`config.mk`:
```
export PLATFORM = sky130hd
export DESIGN_NAME = frontEnd
export DESIGN_NICKNAME = d
export VERILOG_FILES = /design/src/rtl/cpuPkg.sv /design/src/rtl/idec.sv /design/src/rtl/fetchSeq.sv /design/src/rtl/targetCalc.sv /design/src/rtl/frontEnd.sv
export SDC_FILE = /design/constraint.sdc
export NUM_CORES = 1
export LEC_CHECK = 0
export BUFFER_PORTS_ARGS = -buffer_cell sky130_fd_sc_hd__buf_4
export CORE_MARGIN = 4
export CORE_UTILIZATION = 44
export CTS_BUF_LIST = sky130_fd_sc_hd__clkbuf_8
export DETAILED_ROUTE_END_ITERATION = 8
export GPL_TIMING_DRIVEN = 0
export PLACE_DENSITY = 0.75
export SYNTH_ARGS = -nofsm -noshare
export SYNTH_HDL_FRONTEND = slang
export SYNTH_SLANG_ARGS = --single-unit
export TNS_END_PERCENT = 10
```
`constraint.sdc`:
```
create_clock -name clk -period 5.4 [get_ports clk]
set_input_delay 0.81 -clock clk [delete_from_list [all_inputs] [get_ports clk]]
set_output_delay 0.81 -clock clk [all_outputs]
set_load 0.02 [all_outputs]
```
`src/rtl/cpuPkg.sv`:
```
package cpuPkg;

typedef logic [7:0] dataLogic;
typedef logic [15:0] addrLogic;

// documented mnemonics first, then the illegal ones
typedef enum logic [6:0] {
	ADC, AND, ASL, BCC, BCS, BEQ, BIT, BMI,
	BNE, BPL, BRK, BVC, BVS, CLC, CLD, CLI,
	CLV, CMP, CPX, CPY, DEC, DEX, DEY, EOR,
	INC, INX, INY, JMP, JSR, LDA, LDX, LDY,
	LSR, NOP, ORA, PHA, PHP, PLA, PLP, ROL,
	ROR, RTI, RTS, SBC, SEC, SED, SEI, STA,
	STX, STY, TAX, TAY, TSX, TXA, TXS, TYA,
	AHX, ALR, ANC, ARR, AXS, DCP, ISC, LAS,
	LAX, RLA, RRA, SAX, SHX, SHY, SLO, SRE,
	TAS, XAA,
	KIL	// jams the cpu
} Opcode;

typedef enum logic [3:0] {
	Imp,
	Imm,
	Ind,
	IndX,
	IndY,
	Zpg,
	ZpgX,
	ZpgY,
	Abs,
	AbsX,
	AbsY,
	Rlt
} Addressing;

localparam addrLogic resetPc = 16'h0200;	// no vector fetch

endpackage

```
`src/rtl/idec.sv`:
```
`timescale 1ns/1ps

module idec (
	input cpuPkg::dataLogic ins,
	output cpuPkg::Opcode opcode,
	output cpuPkg::Addressing mode,
	output logic [1:0] pcBytes
);

import cpuPkg::*;

localparam Opcode opTable [256] = '{
	BRK, ORA, KIL, SLO, NOP, ORA, ASL, SLO, PHP, ORA, ASL, ANC, NOP, ORA, ASL, SLO,	// 0x00
	BPL, ORA, KIL, SLO, NOP, ORA, ASL, SLO, CLC, ORA, NOP, SLO, NOP, ORA, ASL, SLO,
	JSR, AND, KIL, RLA, BIT, AND, ROL, RLA, PLP, AND, ROL, ANC, BIT, AND, ROL, RLA,
	BMI, AND, KIL, RLA, NOP, AND, ROL, RLA, SEC, AND, NOP, RLA, NOP, AND, ROL, RLA,
	RTI, EOR, KIL, SRE, NOP, EOR, LSR, SRE, PHA, EOR, LSR, ALR, JMP, EOR, LSR, SRE,	// 0x40
	BVC, EOR, KIL, SRE, NOP, EOR, LSR, SRE, CLI, EOR, NOP, SRE, NOP, EOR, LSR, SRE,
	RTS, ADC, KIL, RRA, NOP, ADC, ROR, RRA, PLA, ADC, ROR, ARR, JMP, ADC, ROR, RRA,
	BVS, ADC, KIL, RRA, NOP, ADC, ROR, RRA, SEI, ADC, NOP, RRA, NOP, ADC, ROR, RRA,
	NOP, STA, NOP, SAX, STY, STA, STX, SAX, DEY, NOP, TXA, XAA, STY, STA, STX, SAX,	// 0x80
	BCC, STA, KIL, AHX, STY, STA, STX, SAX, TYA, STA, TXS, TAS, SHY, STA, SHX, AHX,
	LDY, LDA, LDX, LAX, LDY, LDA, LDX, LAX, TAY, LDA, TAX, LAX, LDY, LDA, LDX, LAX,
	BCS, LDA, KIL, LAX, LDY, LDA, LDX, LAX, CLV, LDA, TSX, LAS, LDY, LDA, LDX, LAX,
	CPY, CMP, NOP, DCP, CPY, CMP, DEC, DCP, INY, CMP, DEX, AXS, CPY, CMP, DEC, DCP,	// 0xc0
	BNE, CMP, KIL, DCP, NOP, CMP, DEC, DCP, CLD, CMP, NOP, DCP, NOP, CMP, DEC, DCP,
	CPX, SBC, NOP, ISC, CPX, SBC, INC, ISC, INX, SBC, NOP, SBC, CPX, SBC, INC, ISC,
	BEQ, SBC, KIL, ISC, NOP, SBC, INC, ISC, SED, SBC, NOP, ISC, NOP, SBC, INC, ISC
};

// same row layout as opTable, 16 opcodes per row
localparam Addressing modeTable [256] = '{
	Imp, IndX, Imp, IndX, Zpg, Zpg, Zpg, Zpg, Imp, Imm, Imp, Imm, Abs, Abs, Abs, Abs,
	Rlt, IndY, Imp, IndY, ZpgX, ZpgX, ZpgX, ZpgX, Imp, AbsY, Imp, AbsY, AbsX, AbsX, AbsX, AbsX,
	Abs, IndX, Imp, IndX, Zpg, Zpg, Zpg, Zpg, Imp, Imm, Imp, Imm, Abs, Abs, Abs, Abs,
	Rlt, IndY, Imp, IndY, ZpgX, ZpgX, ZpgX, ZpgX, Imp, AbsY, Imp, AbsY, AbsX, AbsX, AbsX, AbsX,
	Imp, IndX, Imp, IndX, Zpg, Zpg, Zpg, Zpg, Imp, Imm, Imp, Imm, Abs, Abs, Abs, Abs,
	Rlt, IndY, Imp, IndY, ZpgX, ZpgX, ZpgX, ZpgX, Imp, AbsY, Imp, AbsY, AbsX, AbsX, AbsX, AbsX,
	Imp, IndX, Imp, IndX, Zpg, Zpg, Zpg, Zpg, Imp, Imm, Imp, Imm, Ind, Abs, Abs, Abs,
	Rlt, IndY, Imp, IndY, ZpgX, ZpgX, ZpgX, ZpgX, Imp, AbsY, Imp, AbsY, AbsX, AbsX, AbsX, AbsX,
	Imm, IndX, Imm, IndX, Zpg, Zpg, Zpg, Zpg, Imp, Imm, Imp, Imm, Abs, Abs, Abs, Abs,
	Rlt, IndY, Imp, IndY, ZpgX, ZpgX, ZpgY, ZpgY, Imp, AbsY, Imp, AbsY, AbsX, AbsX, AbsY, AbsY,
	Imm, IndX, Imm, IndX, Zpg, Zpg, Zpg, Zpg, Imp, Imm, Imp, Imm, Abs, Abs, Abs, Abs,
	Rlt, IndY, Imp, IndY, ZpgX, ZpgX, ZpgY, ZpgY, Imp, AbsY, Imp, AbsY, AbsX, AbsX, AbsY, AbsY,
	Imm, IndX, Imm, IndX, Zpg, Zpg, Zpg, Zpg, Imp, Imm, Imp, Imm, Abs, Abs, Abs, Abs,
	Rlt, IndY, Imp, IndY, ZpgX, ZpgX, ZpgX, ZpgX, Imp, AbsY, Imp, AbsY, AbsX, AbsX, AbsX, AbsX,
	Imm, IndX, Imm, IndX, Zpg, Zpg, Zpg, Zpg, Imp, Imm, Imp, Imm, Abs, Abs, Abs, Abs,
	Rlt, IndY, Imp, IndY, ZpgX, ZpgX, ZpgX, ZpgX, Imp, AbsY, Imp, AbsY, AbsX, AbsX, AbsX, AbsX
};

assign opcode = opTable[ins];
assign mode = modeTable[ins];

always_comb
begin
	case (mode)
	Imp:
		pcBytes = 2'd1;
	Ind, Abs, AbsX, AbsY:
		pcBytes = 2'd3;	// 16-bit operand
	default:
		pcBytes = 2'd2;
	endcase
end

endmodule

```
`src/rtl/fetchSeq.sv`:
```
`timescale 1ns/1ps

module fetchSeq (
	input logic clk,
	input logic rstN,
	input logic hold,
	input logic jumpEn,
	input cpuPkg::addrLogic jumpAddr,
	input cpuPkg::dataLogic memData,
	input cpuPkg::Opcode opcode,
	input cpuPkg::Addressing mode,
	input logic [1:0] pcBytes,
	output logic memRd,
	output cpuPkg::addrLogic memAddr,
	output cpuPkg::dataLogic insByte,
	output cpuPkg::addrLogic insAddr,
	output logic [15:0] operand,
	output logic [1:0] length,
	output cpuPkg::Opcode opLatched,
	output cpuPkg::Addressing modeLatched,
	output logic done,
	output logic halted
);

import cpuPkg::*;

typedef enum logic [1:0] {
	Idle,
	WaitOpcode,
	WaitOperand,
	Halt
} FetchState;

FetchState state;
FetchState nextState;
addrLogic pc;
addrLogic jumpTarget;
logic jumpPending;
logic [1:0] cnt;	// bytes already received
addrLogic addrReg;
dataLogic byteReg;
dataLogic loReg;
dataLogic hiReg;
Opcode opReg;
Addressing modeReg;
logic [1:0] lenReg;
logic atOpcode;
logic lastByte;
logic startFetch;
logic applyJump;
logic takeLo;
logic takeHi;

assign atOpcode = state == WaitOpcode;
assign lastByte = state == WaitOperand && cnt + 2'd1 == lenReg;
assign applyJump = state == Idle && !hold && jumpPending;
assign startFetch = state == Idle && !hold && !jumpPending;
assign takeLo = state == WaitOperand && cnt == 2'd1;
assign takeHi = state == WaitOperand && cnt == 2'd2;

always_comb
begin
	nextState = state;
	memRd = 1'b0;
	done = 1'b0;
	case (state)
	Idle:
	begin
		memRd = startFetch;
		if (startFetch)
			nextState = WaitOpcode;
	end
	WaitOpcode:
	begin
		if (pcBytes == 2'd1)
		begin
			done = 1'b1;
			nextState = (opcode == KIL) ? Halt : Idle;
		end
		else
		begin
			memRd = 1'b1;	// first operand byte
			nextState = WaitOperand;
		end
	end
	WaitOperand:
	begin
		done = lastByte;
		memRd = !lastByte;
		if (lastByte)
			nextState = Idle;
	end
	default:
		nextState = Halt;
	endcase
end

assign memAddr = pc;
assign insAddr = addrReg;
// the byte arriving this cycle is shown before it lands in a register
assign insByte = atOpcode ? memData : byteReg;
assign opLatched = atOpcode ? opcode : opReg;
assign modeLatched = atOpcode ? mode : modeReg;
assign length = atOpcode ? pcBytes : lenReg;
assign operand[7:0] = takeLo ? memData : loReg;
assign operand[15:8] = takeHi ? memData : hiReg;

always_ff @(posedge clk or negedge rstN)
begin
	if (!rstN)
	begin
		state <= Idle;
		pc <= resetPc;
		cnt <= 2'd0;
		jumpPending <= 1'b1;	// first boundary loads the start address
		jumpTarget <= resetPc;
		halted <= 1'b0;
	end
	else
	begin
		state <= nextState;
		if (memRd)
			pc <= pc + 16'd1;
		else if (applyJump)
			pc <= jumpTarget;
		if (jumpEn)
		begin
			jumpPending <= 1'b1;
			jumpTarget <= jumpAddr;
		end
		else if (applyJump)
			jumpPending <= 1'b0;
		if (atOpcode)
			cnt <= 2'd1;
		else if (state == WaitOperand)
			cnt <= cnt + 2'd1;
		if (nextState == Halt)
			halted <= 1'b1;
	end
end

always_ff @(posedge clk)
begin
	if (startFetch)
	begin
		addrReg <= pc;
		loReg <= 8'h00;
		hiReg <= 8'h00;
	end
	if (atOpcode)
	begin
		byteReg <= memData;
		opReg <= opcode;
		modeReg <= mode;
		lenReg <= pcBytes;
	end
	if (takeLo)
		loReg <= memData;	// little endian
	if (takeHi)
		hiReg <= memData;
end

endmodule

```
`src/rtl/targetCalc.sv`:
```
`timescale 1ns/1ps

module targetCalc (
	input logic clk,
	input logic rstN,
	input logic done,
	input cpuPkg::Addressing mode,
	input logic [15:0] operand,
	input cpuPkg::addrLogic insAddr,
	output cpuPkg::addrLogic target,
	output logic insValid
);

import cpuPkg::*;

addrLogic offset;
addrLogic nextTarget;

assign offset = {{8{operand[7]}}, operand[7:0]};

always_comb
begin
	case (mode)
	Zpg, ZpgX, ZpgY, IndX, IndY:
		nextTarget = {8'h00, operand[7:0]};
	Abs, AbsX, AbsY, Ind:
		nextTarget = operand;
	Rlt:
		nextTarget = insAddr + 16'd2 + offset;	// from the following instruction
	default:
		nextTarget = 16'h0000;
	endcase
end

always_ff @(posedge clk)
begin
	if (done)
		target <= nextTarget;
end

always_ff @(posedge clk or negedge rstN)
begin
	if (!rstN)
		insValid <= 1'b0;
	else
		insValid <= done;
end

endmodule

```
`src/rtl/frontEnd.sv`:
```
`timescale 1ns/1ps

module frontEnd (
	input logic clk,
	input logic rstN,
	input logic hold,
	input logic jumpEn,
	input cpuPkg::addrLogic jumpAddr,
	input cpuPkg::dataLogic memData,
	output logic memRd,
	output cpuPkg::addrLogic memAddr,
	output logic insValid,
	output cpuPkg::addrLogic insAddr,
	output cpuPkg::dataLogic insByte,
	output cpuPkg::Opcode opcode,
	output cpuPkg::Addressing mode,
	output logic [15:0] operand,
	output logic [1:0] length,
	output cpuPkg::addrLogic target,
	output logic halted
);

import cpuPkg::*;

Opcode decOpcode;
Addressing decMode;
logic [1:0] decBytes;
logic done;

fetchSeq fetch0 (
	.clk(clk),
	.rstN(rstN),
	.hold(hold),
	.jumpEn(jumpEn),
	.jumpAddr(jumpAddr),
	.memData(memData),
	.opcode(decOpcode),
	.mode(decMode),
	.pcBytes(decBytes),
	.memRd(memRd),
	.memAddr(memAddr),
	.insByte(insByte),
	.insAddr(insAddr),
	.operand(operand),
	.length(length),
	.opLatched(opcode),
	.modeLatched(mode),
	.done(done),
	.halted(halted)
);

// decodes the byte on its way in
idec dec0 (
	.ins(insByte),
	.opcode(decOpcode),
	.mode(decMode),
	.pcBytes(decBytes)
);

targetCalc tgt0 (
	.clk(clk),
	.rstN(rstN),
	.done(done),
	.mode(mode),
	.operand(operand),
	.insAddr(insAddr),
	.target(target),
	.insValid(insValid)
);

endmodule

```
==> results_dict.tcl <==
set metrics [dict create \
    status "completed" \
    drt_iter0_drc 1029 \
    slowest_stage "a2111oi_2" \
    final_core_util_pct 53.51 \
    tns_ps 0 \
    cell_internal_pwr_mw 3.380 \
    cts.clk_slew.worst_paths_ps 110 \
    syn_to_final_growth_pct 18.32 \
    rsz0062_at_grt "false" \
    grt_overflow_total 0 \
    synth_top_area_share_pct 18.30 \
    die_x_microns 141.8 \
    max_freq_ghz 0.1907 \
    postSynthCellCount 842 \
    final_nets 1040 \
    dieArea_sq_um 20110 \
    crit_chain "inv_1, ha_1, buf_6, buf_6, buf_6, mux2i_4, inv_1, ha_2, clkbuf_2, and4b_1, nor3_1, o21a_1, a221oi_1, a2111oi_2, o31ai_1, buf_4" \
    synth_area_leader_cell "edfxtp_1" \
    crit_top_cell "buf_6" \
    path_buf_inv 7 \
    synth_cell_type_count 86 \
    clk_latency_ps 400 \
    max_stage_delay_ps 440 \
    ys_seq_elements 108 \
    first_pass_iters 8 \
    syn_area_sq_um 7876 \
    yosysMostFrequentCell "nor2_1" \
    ir_drop_mv 0.3044 \
    required_ps 4590 \
    ant_nets 0 \
    worst_hold_slack_ps 367.2 \
    critPathMaxFanout 11 \
    n_antenna_cell 0 \
    cp_num_cells 16 \
    pin_count 116 \
    grt_usage_pct 28.20 \
    port_buffers 113 \
    synth.avg_cell_area_sq_um 9.354 \
    drc 0 \
    dp_cells 1181 \
    rr_worst_depth 18 \
    p_per_area_nw_per_um2 776.4 \
    grt_pass1_wl_mm 43.82 \
    max_cap_violations 0 \
    min_period_ps 5244 \
    vias 7602 \
    gp_congestion 0.9859 \
    start_util_pct 45.22 \
    max_slew_margin_pct 28.30 \
    hold_viol_final 0 \
    timing.final.crit_share_pct 97.12 \
    h-tree-depth 3 \
    cts_made_buffers 9 \
    setup_viol_count_final 0 \
    yosysSeqAreaShare_pct 36.08 \
    post-dp-hpwl_mm 21.63 \
    power.static_leakage_nw 3.881 \
    vias_per_cell 6.346 \
    crit_type "reg -> out" \
    end_kind "primary output" \
    arrival_ps 4430 \
    skew_ps 19.19 \
    cts_num_sinks 108 \
    hp-class "in -> async" \
    cts_tree "built" \
    avgRoutedWirePerCell_microns 23.91 \
    worst_pin_slew_ps 1075 \
    drive_gt1_share_pct 24.25 \
    async_flop_share_pct 36.11 \
    crit_path_start_kind "register" \
    combinationalPowerShare_pct 72.5 \
    cts_hold_buf 0 \
    cts_root_buf "clkbuf_8" \
    antenna_found_initial 0 \
    clock_path_buffers 2 \
    drv_slew 0 \
    seqPwrFrac_pct 19.3 \
    synth_fp_nets 914 \
    fp-row-count 48 \
    clkPwrFrac_pct 8.2 \
    path_delay_family "buffers and inverters" \
    synth_warnings 0 \
    ys_top_cells_by_area "edfxtp_1, dfrtp_1, ha_1" \
    wirelength_mm 28.65 \
    grt_pass1_vias 7323 \
    p_sw_mw 3.856 \
    yosys-top-cells-count "nor2_1, a21oi_1, edfxtp_1, nand2_1, inv_1" \
    sw_frac_of_total_pct 53.29 \
    die_y_microns 141.8 \
    power_mw 7.235 \
    coreArea_sq_um 17420 \
    synth_edf_count 48 \
    final_cells 1198 \
    synth_ff_type "edfxtp_1" \
    grt_max_degree 40 \
]
==> worst reg2reg max path, stage by stage, from the launching register on <==
cell      delay, ps
dfrtp_1         440
inv_1           100
ha_1            150
clkbuf_1        340
nand2_1         190
clkbuf_1        260
a21oi_1         450
ha_1            190
inv_1            40
ha_1            220
fa_1            430
a211oi_1        320
o21ai_0         190
nand2_1          90
o21ai_0         120
o41ai_1         470
o21ai_0         230
xnor2_1         190
o22ai_1         110
==> state kept, by name, summed over array words and instances (netlist names), 4 cells and up <==
| signal | cells |
|---|---|
| fetch0.insAddr | 16 |
| fetch0.modeReg | 4 |
| fetch0.opReg | 7 |
| fetch0.jumpTarget | 16 |
| tgt0.target | 16 |
| fetch0.loReg | 8 |
| fetch0.memAddr | 16 |
| fetch0.byteReg | 8 |
| fetch0.hiReg | 8 |
==> metal layers <==
layer	part of all wire (%)	vias to the layer above	global-route usage (%)
met3	9.6	67	6.909
met1	45	3639	41.59
met5	0	-	0
met2	43	449	40.94
li1	-	3447	-
met4	2.8	0	8.182
==> metrics by stage <==
stage	worst slack [ps]	instance area, sq um
floorplan	597.0	7876
global placement	-1312	9006
detailed placement	-689.3	9029
CTS	3.984	9299
global route	7.039	9319
finish	155.8	9319
==> final cells by class <==
class	count	area [sq um]
Timing Repair Buffer	116	878.3
Clock inverter	7	108.9
Multi-Input combinational cell	623	4592
Inverter	51	191.4
Clock buffer	9	123.9
Sequential cell	108	2841
Tap cell	225	281.5
Fill cell	1657	8098
Buffer	59	301.5
==> placed cells by master, fill, tap and decap left out, drive strengths merged, types with 18 or more instances in the layout <==
master,netlist,routed
ha,43,43
edfxtp,48,48
nor2,52,52
o22ai,22,22
clkbuf,35,42
nand2,49,49
o21ai,38,38
dfxtp,21,21
nand3,34,34
dfrtp,36,36
and3,22,22
nor3,19,19
a31oi,18,18
buf,25,142
mux2i,21,21
mux2,32,32
inv,50,54
a21oi,49,49
==> power by group through the flow <==
stage / registers (mW) / logic, mW / clock network, mW
2_1_floorplan: 1.45 / 3.29 / 0
3_3_place_gp: 1.40 / 5.02 / 0
3_5_place_dp: 1.40 / 5.02 / 0
4_1_cts: 1.39 / 5.09 / 0.602
5_1_grt: 1.42 / 5.60 / 0.633
6_report: 1.39 / 5.25 / 0.593
==> final timing paths <==
check,from,end,slack [ps]
min in group clk,fetch0.opReg[4],fetch0.opReg[4],480
min,rstN,fetch0.jumpTarget[8],370
max reg2reg,fetch0.state[0],tgt0.target[15],580
max in group asynchronous,rstN,fetch0.jumpPending,4660
min reg2reg,fetch0.opReg[4],fetch0.opReg[4],480
max,fetch0.state[1],opcode[3],160
==> timing repair <==
item / in CTS / in global routing
endpoints found under the setup margin: 9 / 6
gates resized for setup: 5 / 15
buffers inserted: 2 / 0
hold endpoints to repair: 0 / 0
pin swaps: 0 / 1
==> cell families (layout without fill, tap and decap cells) <==
family | after synthesis | after routing | share of synthesized area, %
buffers and inverters | 111 | 242 | 6.211
AOI/OAI and AO/OA | 262 | 262 | 24.00
and+or+nand+nor | 242 | 242 | 15.85
adders and majority gates | 44 | 44 | 7.085
DFF | 108 | 108 | 36.08
xor gates and xnor gates | 19 | 19 | 2.113
muxes | 56 | 56 | 8.657
No activity file was read; power rests on OpenSTA's default activity.
